### src/cache_settings.svh
// Cache geometry settings

`ifndef CACHE_SETTINGS_SVH
`define CACHE_SETTINGS_SVH

// --------------------------------------------------
// address and data widths
// --------------------------------------------------
`define CACHE_ADDR_W      32  // physical byte address
`define CACHE_WORD_W      64  // processor word

// --------------------------------------------------
// organisation
// --------------------------------------------------
`define CACHE_LINE_BYTES  32  // bytes per line
`define CACHE_SETS        16
`define CACHE_WAYS        2   // two-way set associative

// words per line and refill burst length
`define CACHE_BEATS       (`CACHE_LINE_BYTES / (`CACHE_WORD_W / 8))

`endif

### src/cache_addr_pkg.sv
// Cache address and data types

`include "cache_settings.svh"

package cache_addr_pkg;

  // field widths derived from the geometry
  localparam int ADDR_W   = `CACHE_ADDR_W;
  localparam int WORD_W   = `CACHE_WORD_W;
  localparam int STRB_W   = WORD_W / 8;
  localparam int LINE_W   = `CACHE_LINE_BYTES * 8;
  localparam int SETS     = `CACHE_SETS;
  localparam int WAYS     = `CACHE_WAYS;
  localparam int BEATS    = `CACHE_BEATS;
  localparam int OFFSET_W = $clog2(`CACHE_LINE_BYTES);
  localparam int INDEX_W  = $clog2(SETS);
  localparam int TAG_W    = ADDR_W - INDEX_W - OFFSET_W;
  localparam int BEAT_W   = $clog2(BEATS);  // upper offset bits
  localparam int WAY_W    = $clog2(WAYS);

  typedef logic [ADDR_W-1:0]   addr_t;
  typedef logic [TAG_W-1:0]    tag_t;
  typedef logic [INDEX_W-1:0]  index_t;
  typedef logic [OFFSET_W-1:0] offset_t;
  typedef logic [BEAT_W-1:0]   beat_t;
  typedef logic [WORD_W-1:0]   word_t;
  typedef logic [STRB_W-1:0]   strb_t;
  typedef logic [LINE_W-1:0]   line_t;
  typedef logic [WAY_W-1:0]    way_t;

endpackage

### src/cache_tag_array.sv
// Cache tag array
`timescale 1ns/1ps

module cache_tag_array (
  input  logic                   i_clk,
  input  logic                   i_rst,
  input  cache_addr_pkg::index_t i_index,
  input  cache_addr_pkg::tag_t   i_tag,
  input  logic                   i_store_en,
  input  logic                   i_refill_done,
  output logic                   o_hit,
  output cache_addr_pkg::way_t   o_hit_way,
  output cache_addr_pkg::way_t   o_victim_way,
  output logic                   o_victim_dirty,
  output cache_addr_pkg::tag_t   o_victim_tag
);
  import cache_addr_pkg::*;

  tag_t                         tag_q [SETS][WAYS];
  logic [SETS-1:0][WAYS-1:0]    valid_q;
  logic [SETS-1:0][WAYS-1:0]    dirty_q;
  way_t                         repl_q;   // alternating replacement pointer
  logic [WAYS-1:0]              way_hit;

  // --------------------------------------------------
  // hit compare and victim choice
  // --------------------------------------------------
  always_comb begin
    way_hit   = '0;
    o_hit_way = '0;
    for (int w = 0; w < WAYS; w++) begin
      way_hit[w] = valid_q[i_index][w] && (tag_q[i_index][w] == i_tag);
      if (way_hit[w]) o_hit_way = way_t'(w);
    end
  end

  assign o_hit = |way_hit;

  always_comb begin
    o_victim_way = repl_q;  // both ways valid
    for (int w = WAYS - 1; w >= 0; w--) begin
      if (!valid_q[i_index][w]) o_victim_way = way_t'(w);  // lowest invalid way wins
    end
  end

  assign o_victim_dirty = valid_q[i_index][o_victim_way] && dirty_q[i_index][o_victim_way];
  assign o_victim_tag   = tag_q[i_index][o_victim_way];

  // --------------------------------------------------
  // state update
  // --------------------------------------------------
  always_ff @(posedge i_clk) begin
    if (i_rst) begin
      valid_q <= '0;
      dirty_q <= '0;
      repl_q  <= '0;
    end else begin
      if (i_store_en) begin
        dirty_q[i_index][o_hit_way] <= 1'b1;
      end
      if (i_refill_done) begin
        valid_q[i_index][o_victim_way] <= 1'b1;
        dirty_q[i_index][o_victim_way] <= 1'b0;  // fresh line from memory
        repl_q                         <= repl_q + 1'b1;
      end
    end
  end

  always_ff @(posedge i_clk) begin
    if (i_refill_done) begin
      tag_q[i_index][o_victim_way] <= i_tag;
    end
  end

endmodule

### config.mk
export PLATFORM = sky130hd
export DESIGN_NAME = cache_tag_array
export DESIGN_NICKNAME = d
export VERILOG_FILES = /design/src/cache_addr_pkg.sv /design/src/cache_tag_array.sv
export VERILOG_INCLUDE_DIRS = /design/src
export SDC_FILE = /design/constraint.sdc
export NUM_CORES = 1
export LEC_CHECK = 0
export BUFFER_PORTS_ARGS = -buffer_cell sky130_fd_sc_hd__buf_2
export CORE_AREA = 2 2 290 264
export DETAILED_ROUTE_END_ITERATION = 8
export DIE_AREA = 0 0 292 266
export GPL_TIMING_DRIVEN = 0
export SKIP_LAST_GASP = 1
export SLEW_MARGIN = 20
export SYNTH_ARGS = -nofsm -noshare
export SYNTH_HDL_FRONTEND = slang
export SYNTH_SLANG_ARGS = --single-unit
export TNS_END_PERCENT = 20
### constraint.sdc
create_clock -name i_clk -period 12.72 [get_ports i_clk]
set_input_delay 2.544 -clock i_clk [delete_from_list [all_inputs] [get_ports i_clk]]
set_output_delay 2.544 -clock i_clk [all_outputs]
set_load 0.05 [all_outputs]
==> flow_metrics.env <==
export IMPL_status="completed"
export IMPL_cts_made_buffers=82
export IMPL_ir_drop_uv=95.9
export IMPL_final_area_um2=38400
export IMPL_regArea_um2=23400
export IMPL_period_share=0.840
export IMPL_clockBufferDepth=3
export IMPL_drc=0
export IMPL_layout_min_cycle_time_ps=10680
export IMPL_synth_async_reset_ratio=0
export IMPL_power_leakage_nw=12.5
export IMPL_place_area_um2=35800
export IMPL_first_iter_violations=2401
export IMPL_hold_violations=0
export IMPL_die_area_um2=77700
export IMPL_layout_common_cells="edfxtp_1, mux4_2, nor2_1, mux2i_1, nand2_1"
export IMPL_endpoint_kind="output pin"
export IMPL_relSlewSlack=0.267
export IMPL_setup_viol=0
export IMPL_antenna_found_initial=1
export IMPL_synth_edff_count=736
export IMPL_crit_fanout=10
export IMPL_muxShareOfSynthArea=0.177
export IMPL_startpoint_type="input port"
export IMPL_tightest_slew_ps=1100
export IMPL_rows=96
export IMPL_clk_pin_slew_ps=60
export IMPL_max_stage_delay_ps=880
export IMPL_synth_compound_area_frac=0.0363
export IMPL_cts_hold_buf=0
export IMPL_ant_nets=0
export IMPL_holdWs_ps=473
export IMPL_cts_sinks=801
export IMPL_power_mw=5.66
export IMPL_cts_tree="yes"
export IMPL_synth_ff_type="edfxtp_1"
export IMPL_num_vias=18700
export IMPL_fp_dieH_um=266
export IMPL_cts_setup_buffers=0
export IMPL_coreArea_um2=75100
export IMPL_synth_simple_gate_area_share=0.0506
export IMPL_synth_fa_ha_area_frac=0
export IMPL_synthToLayoutAreaGrowth_pct=15.2
export IMPL_routed_via_density=6.12
export IMPL_grt_first_pass_wirelength_um=138000
export IMPL_synth_top_cell_area_share=0.664
export IMPL_power_density_nw_per_um2=147
export IMPL_ys_types=68
export IMPL_ys_ff_latch=801
export IMPL_cap_violations=0
export IMPL_initial_utilization=0.443
export IMPL_cp_data_arrival_time_ps=8140
export IMPL_syn_nets=1874
export IMPL_cp_common_cell="buf_2"
export IMPL_cts_resized=0
export IMPL_synth_top_family_by_area="multiplexers"
export IMPL_grt_total_usage=0.255
export IMPL_synth_xor_area_frac=0.0100
export IMPL_overflow=0
export IMPL_crit_type="in2out"
export IMPL_globalplace_congestion=0.946
export IMPL_synthTopCellsByArea="edfxtp_1, mux4_2, dfxtp_1"
export IMPL_dieWidth_um=292
export IMPL_crit_chain="buf_2 -> inv_2 -> buf_2 -> buf_1 -> buf_1 -> clkbuf_2 -> mux2i_1 -> o21ai_0 -> nor2_1 -> nand4_1 -> a21oi_1 -> nand4_1 -> o21bai_1 -> buf_2"
export IMPL_final_common_cell="edfxtp_1"
export IMPL_grt_pass1_vias=18600
export IMPL_pin_count=58
export IMPL_portBuffers=54
export IMPL_ys_warn_count=0
export IMPL_dr_pass1_iters=5
export IMPL_synth_top_area_cell="edfxtp_1"
export IMPL_n_fill_cell=5966
export IMPL_finalNetCount=2044
export IMPL_postSynthCellCount=1843
export IMPL_root_buffer="clkbuf_16"
export IMPL_crit_path_top_delay_cell="buf_1"
export IMPL_drive_gt1_frac=0.261
export IMPL_clkLatencyLatePin_ps=630
export IMPL_routedWlPerCell_um=32.0
export IMPL_maxSlewViolCount=0
export IMPL_cts_max_level=3
export IMPL_totalWireLength_um=97800
export IMPL_hpwl_um=67700
export IMPL_cp_required_ps=10180
export IMPL_fmax_ghz=0.0936
export IMPL_syn_cell_area_um2=33300
export IMPL_skew_ps=22.2
export IMPL_hold_path_class="reg2reg"
export IMPL_rsz0062_at_grt="no"
export IMPL_syn_area_per_cell_um2=18.1
export IMPL_seq_area_frac_synth=0.703
export IMPL_multi_input_area_um2=9350
export IMPL_antenna_cells=0
export IMPL_fin_setup_tns_ps=0
export IMPL_grt_max_degree=40
==> report_power, final <==
| part | switching, mW | total, mW | leakage [nW] | internal (mW) |
|---|---|---|---|---|
| combinational | 0.310 | 0.452 | 4.10 | 0.142 |
| clock | 0.980 | 2.31 | 1.28 | 1.33 |
| sequential | 0.00413 | 2.90 | 7.16 | 2.89 |
==> worst max-delay path, delay by kind of cell <==
family | cells | cell delay, ps
AOI/OAI and AO/OA | 3 | 780
buffers and inverters | 7 | 3640
muxes | 1 | 700
and+or+nand+nor | 3 | 420
==> state kept, by name (all words and copies together), names as in the netlist <==
signal / count
repl_q: 1
dirty_q: 32
valid_q: 32
tag_q: 736
==> cell families (layout without fill, tap and decap cells) <==
family	after synthesis	in the layout
multiplexers	332	332
flip-flops	801	801
buffers and inverters	149	381
XOR/XNOR	38	38
AO/OA/AOI/OAI	161	161
AND/OR/NAND/NOR	362	362
==> per-layer routing <==
layer | global-route usage | vias to the layer above | share of wire | routed length [um]
li1 | - | 7756 | - | -
met4 | 0.0743 | 2 | 0.027 | 2650
met2 | 0.385 | 891 | 0.45 | 44400
met5 | 0 | - | 0.00013 | 13
met3 | 0.0657 | 160 | 0.091 | 8930
met1 | 0.367 | 9893 | 0.43 | 41800
==> cells in the mapped netlist, types with 17 or more instances <==
cell / instances
clkbuf_1: 37
edfxtp_1: 736
o21ai_0: 24
inv_1: 36
mux2i_1: 106
xnor2_1: 30
a22oi_1: 20
buf_2: 25
nor3_1: 32
nand3_1: 23
a21oi_1: 20
dfxtp_1: 65
nand2_1: 101
nor2_1: 139
a21o_1: 18
mux2_2: 24
mux4_2: 202
nor3b_1: 17
==> worst paths after layout <==
kind | from | to | slack, ps | cells past startpoint
worst max-delay path | i_index[3] | o_hit | 2040 | 14
worst min-delay path | valid_q[0]$_SDFFE_PP0P_ | valid_q[0]$_SDFFE_PP0P_ | 470 | 2
worst max register to register | valid_q[29]$_SDFFE_PP0P_ | tag_q[3][16]$_DFFE_PP_ | 8040 | 9
worst min register to register | valid_q[0]$_SDFFE_PP0P_ | valid_q[0]$_SDFFE_PP0P_ | 470 | 2
==> stage by stage <==
stage                     std cells  utilization  setup WS (ps)
after floorplan                1843            -           3620
after global placement         2877        0.463           1940
after detailed placement       2909        0.477           1910
after CTS                      3055        0.511           1910
after global routing           3055        0.511           2090
final                          3055        0.511           2040
==> area by class of cell <==
class / instances / share of cell area
Buffer: 109 / 0.0166
Clock buffer: 104 / 0.0597
Clock inverter: 42 / 0.00737
Inverter: 40 / 0.00391
Multi-Input combinational cell: 893 / 0.244
Sequential cell: 801 / 0.610
Tap cell: 980 / 0.0320
Timing Repair Buffer: 86 / 0.0267
Note: power is estimated with default switching activity, not from simulation.
