<file path="config.mk">
export PLATFORM = sky130hd
export DESIGN_NAME = cache_ctrl
export DESIGN_NICKNAME = d
export VERILOG_FILES = /design/src/cache_addr_pkg.sv /design/src/cache_ctrl_pkg.sv /design/src/cache_ctrl.sv
export VERILOG_INCLUDE_DIRS = /design/src
export SDC_FILE = /design/constraint.sdc
export NUM_CORES = 1
export LEC_CHECK = 0
export BUFFER_PORTS_ARGS = -buffer_cell sky130_fd_sc_hd__buf_2
export CAP_MARGIN = 20
export CORE_AREA = 2 2 122 124
export DETAILED_ROUTE_END_ITERATION = 8
export DIE_AREA = 0 0 124 126
export SYNTH_ARGS = -nofsm -noshare
export SYNTH_HDL_FRONTEND = slang
export SYNTH_SLANG_ARGS = --single-unit
</file>
<file path="constraint.sdc">
create_clock -name i_clk -period 3.5 [get_ports i_clk]
set_clock_uncertainty 0.05 [all_clocks]
set_input_delay 0.35 -clock i_clk [delete_from_list [all_inputs] [get_ports i_clk]]
set_output_delay 0.35 -clock i_clk [all_outputs]
set_load 0.02 [all_outputs]
</file>
<file path="src/cache_settings.svh">
// Cache geometry settings

`ifndef CACHE_SETTINGS_SVH
`define CACHE_SETTINGS_SVH

// --------------------------------------------------
// address and data widths
// --------------------------------------------------
`define CACHE_ADDR_W      32  // physical byte address
`define CACHE_WORD_W      64  // processor word

// --------------------------------------------------
// organisation
// --------------------------------------------------
`define CACHE_LINE_BYTES  32  // bytes per line
`define CACHE_SETS        16
`define CACHE_WAYS        2   // two-way set associative

// words per line and refill burst length
`define CACHE_BEATS       (`CACHE_LINE_BYTES / (`CACHE_WORD_W / 8))

`endif

</file>
<file path="src/cache_addr_pkg.sv">
// Cache address and data types

`include "cache_settings.svh"

package cache_addr_pkg;

  // field widths derived from the geometry
  localparam int ADDR_W   = `CACHE_ADDR_W;
  localparam int WORD_W   = `CACHE_WORD_W;
  localparam int STRB_W   = WORD_W / 8;
  localparam int LINE_W   = `CACHE_LINE_BYTES * 8;
  localparam int SETS     = `CACHE_SETS;
  localparam int WAYS     = `CACHE_WAYS;
  localparam int BEATS    = `CACHE_BEATS;
  localparam int OFFSET_W = $clog2(`CACHE_LINE_BYTES);
  localparam int INDEX_W  = $clog2(SETS);
  localparam int TAG_W    = ADDR_W - INDEX_W - OFFSET_W;
  localparam int BEAT_W   = $clog2(BEATS);  // upper offset bits
  localparam int WAY_W    = $clog2(WAYS);

  typedef logic [ADDR_W-1:0]   addr_t;
  typedef logic [TAG_W-1:0]    tag_t;
  typedef logic [INDEX_W-1:0]  index_t;
  typedef logic [OFFSET_W-1:0] offset_t;
  typedef logic [BEAT_W-1:0]   beat_t;
  typedef logic [WORD_W-1:0]   word_t;
  typedef logic [STRB_W-1:0]   strb_t;
  typedef logic [LINE_W-1:0]   line_t;
  typedef logic [WAY_W-1:0]    way_t;

endpackage

</file>
<file path="src/cache_ctrl_pkg.sv">
// Cache controller types

package cache_ctrl_pkg;

  typedef enum logic {
    OP_READ  = 1'b0,
    OP_WRITE = 1'b1
  } cache_op_e;

  typedef enum logic [2:0] {
    ST_IDLE    = 3'd0,  // waiting for a request
    ST_LOOKUP  = 3'd1,  // tag compare on the held request
    ST_MISS    = 3'd2,  // victim writeback if dirty
    ST_REPLACE = 3'd3,  // line read request
    ST_REFILL  = 3'd4   // collecting refill beats
  } cache_state_e;

endpackage

</file>
<file path="src/cache_ctrl.sv">
// Cache controller
`timescale 1ns/1ps

module cache_ctrl (
  input  logic                      i_clk,
  input  logic                      i_rst,
  // processor request
  input  logic                      i_valid,
  input  cache_ctrl_pkg::cache_op_e i_op,
  input  cache_addr_pkg::addr_t     i_addr,
  input  cache_addr_pkg::strb_t     i_wstrb,
  input  cache_addr_pkg::word_t     i_wdata,
  output logic                      o_addr_ok,
  output logic                      o_data_ok,
  // tag array results
  input  logic                      i_hit,
  input  logic                      i_victim_dirty,
  input  cache_addr_pkg::tag_t      i_victim_tag,
  // array control
  output cache_addr_pkg::index_t    o_index,
  output cache_addr_pkg::tag_t      o_tag,
  output cache_addr_pkg::beat_t     o_beat,
  output logic                      o_store_en,
  output cache_addr_pkg::strb_t     o_wstrb,
  output cache_addr_pkg::word_t     o_wdata,
  output logic                      o_fill_en,
  output cache_addr_pkg::beat_t     o_fill_beat,
  output logic                      o_refill_done,
  // memory bus
  output logic                      o_rd_req,
  output cache_addr_pkg::addr_t     o_rd_addr,
  input  logic                      i_rd_rdy,
  input  logic                      i_ret_valid,
  input  logic                      i_ret_last,
  output logic                      o_wr_req,
  output cache_addr_pkg::addr_t     o_wr_addr,
  input  logic                      i_wr_rdy
);
  import cache_addr_pkg::*;
  import cache_ctrl_pkg::*;

  cache_state_e state_q;
  cache_state_e state_d;
  cache_op_e    req_op_q;
  addr_t        req_addr_q;
  strb_t        req_wstrb_q;
  word_t        req_wdata_q;
  beat_t        beat_cnt_q;
  logic         accept;
  logic         beat_in;

  // --------------------------------------------------
  // request register
  // --------------------------------------------------
  assign accept = i_valid && o_addr_ok;

  always_ff @(posedge i_clk) begin
    if (accept) begin
      req_op_q    <= i_op;
      req_addr_q  <= i_addr;
      req_wstrb_q <= i_wstrb;
      req_wdata_q <= i_wdata;
    end
  end

  assign o_tag   = req_addr_q[ADDR_W-1 -: TAG_W];
  assign o_index = req_addr_q[OFFSET_W +: INDEX_W];
  assign o_beat  = req_addr_q[OFFSET_W-1 -: BEAT_W];  // word within line
  assign o_wstrb = req_wstrb_q;
  assign o_wdata = req_wdata_q;

  // --------------------------------------------------
  // main state machine
  // --------------------------------------------------
  always_comb begin
    state_d = state_q;
    case (state_q)
      ST_IDLE:    if (i_valid) state_d = ST_LOOKUP;
      ST_LOOKUP:  state_d = i_hit ? ST_IDLE : ST_MISS;
      ST_MISS:    if (!i_victim_dirty || i_wr_rdy) state_d = ST_REPLACE;  // clean skips writeback
      ST_REPLACE: if (i_rd_rdy) state_d = ST_REFILL;
      ST_REFILL:  if (i_ret_valid && i_ret_last) state_d = ST_LOOKUP;  // lookup now hits
      default:    state_d = ST_IDLE;
    endcase
  end

  always_ff @(posedge i_clk) begin
    if (i_rst) begin
      state_q <= ST_IDLE;
    end else begin
      state_q <= state_d;
    end
  end

  // --------------------------------------------------
  // refill beat counter
  // --------------------------------------------------
  assign beat_in = (state_q == ST_REFILL) && i_ret_valid;

  always_ff @(posedge i_clk) begin
    if (i_rst) begin
      beat_cnt_q <= '0;
    end else if ((state_q == ST_REPLACE) && i_rd_rdy) begin
      beat_cnt_q <= '0;  // entering refill
    end else if (beat_in) begin
      beat_cnt_q <= beat_cnt_q + 1'b1;
    end
  end

  // --------------------------------------------------
  // processor and array strobes
  // --------------------------------------------------
  assign o_addr_ok     = (state_q == ST_IDLE);
  assign o_data_ok     = (state_q == ST_LOOKUP) && i_hit;
  assign o_store_en    = o_data_ok && (req_op_q == OP_WRITE);  // write hit merge
  assign o_fill_en     = beat_in;
  assign o_fill_beat   = beat_cnt_q;
  assign o_refill_done = beat_in && i_ret_last;

  // full-line bus requests
  assign o_rd_req  = (state_q == ST_REPLACE);
  assign o_rd_addr = {o_tag, o_index, {OFFSET_W{1'b0}}};
  assign o_wr_req  = (state_q == ST_MISS) && i_victim_dirty;
  assign o_wr_addr = {i_victim_tag, o_index, {OFFSET_W{1'b0}}};

endmodule

</file>
==> results of run 1 <==
## layer usage
layer | vias to the layer above | track usage, % | wire [um] | part of all wire, %
li1 | 1089 | - | - | -
met1 | 1142 | 11.87 | 3284 | 36
met2 | 158 | 18.52 | 4505 | 49
met3 | 22 | 5.254 | 1119 | 12
met4 | 0 | 6.015 | 228 | 2.5
met5 | - | 0 | 0 | 0
## sequential cells by signal (all words and copies together) (netlist names)
signal and count:
o_wstrb 8, req_addr_q 29, req_op_q 1, state_q 3, o_fill_beat 2, o_wdata 64
## worst max path at each step
| stage | start | end | slack, ns | cells after the start |
|---|---|---|---|---|
| after global placement | state_q[2] | o_wdata[55] | 1.51 | 3 |
| final | state_q[2] | o_wdata[55] | 1.39 | 3 |
| after detailed placement | state_q[2] | o_wdata[55] | 1.40 | 3 |
| after global routing | state_q[2] | o_wdata[55] | 1.24 | 3 |
| after floorplan | state_q[2] | o_wdata[0] | 0.63 | 3 |
| after CTS | state_q[2] | o_wdata[55] | 1.37 | 3 |
## metrics by stage
stage / cells / instance area [um2] / util, % / worst slack [ns]
after floorplan: 215 / 3925 / - / 0.6310
after global placement: 584 / 4918 / 34.36 / 1.511
after detailed placement: 584 / 4918 / 34.36 / 1.396
after CTS: 600 / 5201 / 36.34 / 1.375
after global routing: 600 / 5201 / 36.34 / 1.242
final: 601 / 5204 / 36.35 / 1.389
## worst register-to-register path: stages (launching register included)
cell and delay, ns:
dfxtp_1 0.41, nor3_1 0.32, and2_4 0.55, buf_12 0.40
## cells by family (layout without fill, tap and decap cells)
kind of cell              after synthesis  in the layout  share of synthesized area, %
xor gates and xnor gates                1              1                        0.2252
AOI/OAI and AO/OA                       6              6                         1.255
buffers and inverters                  67            268                         13.22
other                                   1             11                       0.09640
muxes                                   1              1                        0.2573
DFF                                   107            107                         81.31
and+or+nand+nor                        23             23                         3.635
## layout by cell type, fill, tap and decap left out, types with 2 or more instances in the layout
cell type	instances
conb_1	10
clkbuf_16	9
nor2_1	4
nor3_1	4
buf_2	251
inv_6	3
edfxtp_1	102
nand2_1	6
nand4b_1	2
dfxtp_1	5
## power groups by stage
stage	combinational, W	clock, W	sequential (W)
after floorplan	0.000175	0	0.00169
after global placement	0.000391	0	0.00157
after global routing	0.000418	0.00105	0.00156
final	0.000389	0.000963	0.00154
after detailed placement	0.000394	0	0.00157
after CTS	0.000395	0.00101	0.00155
## layout make-up
class | instances | area [um2]
tap | 184 | 230.2
multi-input combinational | 41 | 249.0
sequential | 107 | 3163
clock buffer | 10 | 229.0
clock inverter | 6 | 53.80
timing repair buffer | 252 | 1276
antenna | 1 | 2.502
fill | 1410 | 9110
==> results.yml, run 1 <==
final_layout:
  synthToLayoutAreaGrowth_pct: 33.77
  drive_gt1_share_pct: 65.63
  layout.nets: 548
routing:
  drt-initial-drc-count: 52
  antenna_left: 0
  wl_per_cell_um: 15.20
  dr.pass1.iters: 4
  wl_mm: 9.137
  viasPerCell: 4.012
  drc: 0
  num_vias: 2411
timing:
  tightestPinTransition_ns: 0.5539
  period_share_pct: 60.32
  finalMaxSlewViolations: 0
  hold_viol: 0
  tns_ns: 0
  rsz0062_at_grt: "false"
  setup_viol: 0
  worst_hold_slack_ns: 0.1237
  fmax_ghz: 0.4737
  finalCriticalPeriod_ns: 2.111
  slew_headroom_pct: 63.07
logic_synthesis:
  ys_seq_area_share_pct: 81.31
  synth_most_common_cell: "edfxtp_1"
  synthCells: 206
  post_synth_most_frequent_cells: "edfxtp_1 (102), buf_4 (64), nand2_1 (6)"
  synthesis.area_mm2: 0.003890
  ys_top_cells_by_area: "edfxtp_1 (79%), buf_4 (12%), dfxtp_1 (2.6%)"
  yosysWarnings: 0
  synth_edf_count: 102
  postSynthAreaPerCell_um2: 18.88
  yosysTopAreaCell: "edfxtp_1"
  postSynth.asyncResetShare_pct: 0
  ys_ff_latch: 107
  yosysUniqueCellTypes: 23
  yosysTopAreaCellShare_pct: 78.74
  synth_ff_type: "edfxtp_1"
min_path:
  holdPathEnd: "o_wdata[41]"
  hp-class: "in -> reg"
  worstHoldStart: "i_wdata[41]"
  hold-path-cell-count: 1
power:
  pwr-share-seq_pct: 53.3
  power_frac_clock_pct: 33.3
  switching_share_pct: 26.22
  pwr-share-comb_pct: 13.4
  p_leak_nw: 2.262
  power_switching_w: 0.0007592
  ir_drop_uv: 268.0
  power_w: 0.002896
  pwr_density_cell_mw_per_mm2: 556.5
  internal_power_w: 0.002137
floorplan:
  dieArea_mm2: 0.01562
  ios: 311
  core_area_mm2: 0.01431
  die-width_um: 124
  start_util_pct: 27.18
  rows: 44
  die_y_um: 126
clock_network:
  insertion_delay_ns: 0.34
  postCtsHoldBufs: 0
  numCtsBuffers: 9
  cts_buffer_depth: 2
  postCtsResizedCells: 0
  clkSlewWorstSetupHoldPaths_ns: 0.07
  cts_tree: "done"
  cts_setup_buffers: 0
  root_buffer: "clkbuf_16"
  cts.sinks: 107
  htreeDepth: 3
global_route:
  grt.overflow.total: 0
  grt_max_degree: 65
  grt_pass1_wl_mm: 12.73
  grt_pass1_vias: 2458
  antenna_found_initial: 1
  grtUsageTotal_pct: 11.26
placement:
  gp_congestion: 0.7334
  hpwl_mm: 7.157
  portBuffers: 251
setup_path:
  crit_chain: "nor3_1 > and2_4 > buf_12"
  slowest_stage: "and2_4"
  timing.rr.end: "o_wdata[55]"
  cp-end-kind: "flop"
  path_max_fanout: 64
  worst-setup-path-type: "reg -> reg"
  r2r-start: "state_q[2]"
  regToRegSetupSlack_ns: 1.39
  arrival_ns: 2.07
  path_buf_inv: 1
  r2r_cells: 3
  required_ns: 3.46
  slowest_delay_ns: 0.55
  cp_top_family: "simple AND/OR/NAND/NOR gates"
  start_kind: "flop"
flow_run:
  cap_violations: 0
status:
  status: "complete, no violations"
Power figures use the tool's default switching activity.
==> run 2, diff against run 1 <==
==> constraint.sdc (replaced) <==
create_clock -name i_clk -period 1.7 [get_ports i_clk]
set_clock_uncertainty 0.05 [all_clocks]
set_input_delay 0.17 -clock i_clk [delete_from_list [all_inputs] [get_ports i_clk]]
set_output_delay 0.17 -clock i_clk [all_outputs]
set_load 0.02 [all_outputs]
==> run 2 against run 1 <==
  * Combinational power grew to 2.6 times the previous value
  * Flip-flop and latch count did not move
  * Utilization rose by 7.5 points
  * Cell area rose by 21%
  * Count of clock-buffer cells in the layout down 1
  * Hold slack worse by 0.090 ns
  * Routed wire length is 13% higher
==> results.yml, run 2 (same netlist as run 1, synthesis figures left out) <==
clock_network:
  root_buffer: "clkbuf_16"
  cts_buffer_depth: 2
  htreeDepth: 3
  cts_tree: "done"
  insertion_delay_ns: 0.34
  cts.sinks: 107
  numCtsBuffers: 9
  clkSlewWorstSetupHoldPaths_ns: 0.07
routing:
  viasPerCell: 3.939
  wl_per_cell_um: 14.64
  drc: 0
  antenna_left: 0
  drt-initial-drc-count: 68
  wl_mm: 10.32
  dr.pass1.iters: 4
  num_vias: 2777
flow_run:
  cap_violations: 0
setup_path:
  regToRegSetupSlack_ns: 0.26
  slowest_delay_ns: 0.44
  slowest_stage: "dfxtp_2"
  worst-setup-path-type: "reg -> out"
  path_buf_inv: 1
  arrival_ns: 1.41
  path_max_fanout: 11
  cp-end-kind: "primary output"
  required_ns: 1.48
  crit_chain: "and4bb_4 > and2_2 > buf_2"
  cp_top_family: "simple AND/OR/NAND/NOR gates"
  start_kind: "flop"
timing:
  worst_hold_slack_ns: 0.03336
  fmax_ghz: 0.6151
  setup_viol: 0
  finalCriticalPeriod_ns: 1.626
  period_share_pct: 95.63
  rsz0062_at_grt: "false"
  setup_ws_ns: 0.07424
  tns_ns: 0
  hold_viol: 0
  finalMaxSlewViolations: 0
final_layout:
  antenna_cells: 0
  synthToLayoutAreaGrowth_pct: 61.53
  n_fill_cell: 1289
  utilization_pct: 43.90
  layout_commonest_cell: "buf_2"
  largest_reg_flops: 64
  stdcell_area_mm2: 0.006284
  mostFrequentLayoutCells: "buf_2 (251), dlygate4sd3_1 (103), edfxtp_1 (102)"
  multi_input_area_um2: 260.3
  regArea_mm2: 0.003167
  layout.nets: 653
  drive_gt1_share_pct: 53.74
placement:
  post-place-ws_ns: 0.1797
  dpl_cell_area_mm2: 0.004957
  gp_congestion: 0.7670
  hpwl_mm: 6.964
  portBuffers: 251
floorplan:
  ios: 311
  core_area_mm2: 0.01431
  rows: 44
  die-width_um: 124
  die_y_um: 126
  dieArea_mm2: 0.01562
  start_util_pct: 27.18
global_route:
  grt.overflow.total: 0
  met1_usage_pct: 13.37
  met2_usage_pct: 22.17
  grtUsageTotal_pct: 12.94
  busiest_layer: "met2"
  grtUsageMet3_pct: 5.616
  antenna_found_initial: 0
  grt_pass1_wl_mm: 14.81
  grt_max_degree: 53
  grt_pass1_vias: 2949
status:
  status: "complete, no violations"
power:
  p_leak_nw: 2.717
  ir_drop_uv: 635.3
  pwr_density_cell_mw_per_mm2: 988.4
min_path:
  hp-class: "in -> reg"
## run 2: path summary, 6_finish.rpt
path                            depth (start not counted)              to            from
worst max-delay path                                    3   o_refill_done      state_q[1]
worst min-delay path                                    2      state_q[2]           i_rst
worst max register to register                          3  req_addr_q[24]      state_q[1]
worst min register to register                          2  o_fill_beat[1]  o_fill_beat[1]
## run 2: per-layer routing
metal	vias up	wire length, um	share of wire, %
met5	-	0	0
met1	1275	3731	36
met4	0	335	3.2
met2	178	5297	51
li1	1296	-	-
met3	28	953	9.2
## run 2: report_power, final
part / switching [W] / total [W] / internal, W
Combinational: 0.000581 / 0.00101 / 0.000429
Clock: 0.000986 / 0.00202 / 0.00103
Sequential: 0.0000681 / 0.00318 / 0.00312
Total: 0.00164 / 0.00621 / 0.00458
## run 2: timing repair
item                                    4_1_cts  5_1_grt
setup buffers                                 0        0
endpoints found under the setup margin        2        0
endpoints found under the hold margin       103        0
resized for setup                             3        0
hold buffers                                103        0
## run 2: per-stage QoR
stage	instances	power (W)
after floorplan	215	0.003831
after global placement	586	0.004052
after detailed placement	586	0.004068
after CTS	705	0.006301
after global routing	705	0.006482
final	705	0.006211
## run 2: worst register-to-register path: cells and delay by family (launching register included)
family | cells | cell delay (ns)
buffers and inverters | 1 | 0.27
flip-flops | 1 | 0.38
AND/OR/NAND/NOR | 2 | 0.40
## run 2: layout make-up
type	count	area share [%]
Sequential cell	107	50.40
Timing Repair Buffer	357	37.16
Multi-Input combinational cell	41	4.142
Tap cell	184	3.664
Clock buffer	9	3.584
Clock inverter	7	1.055
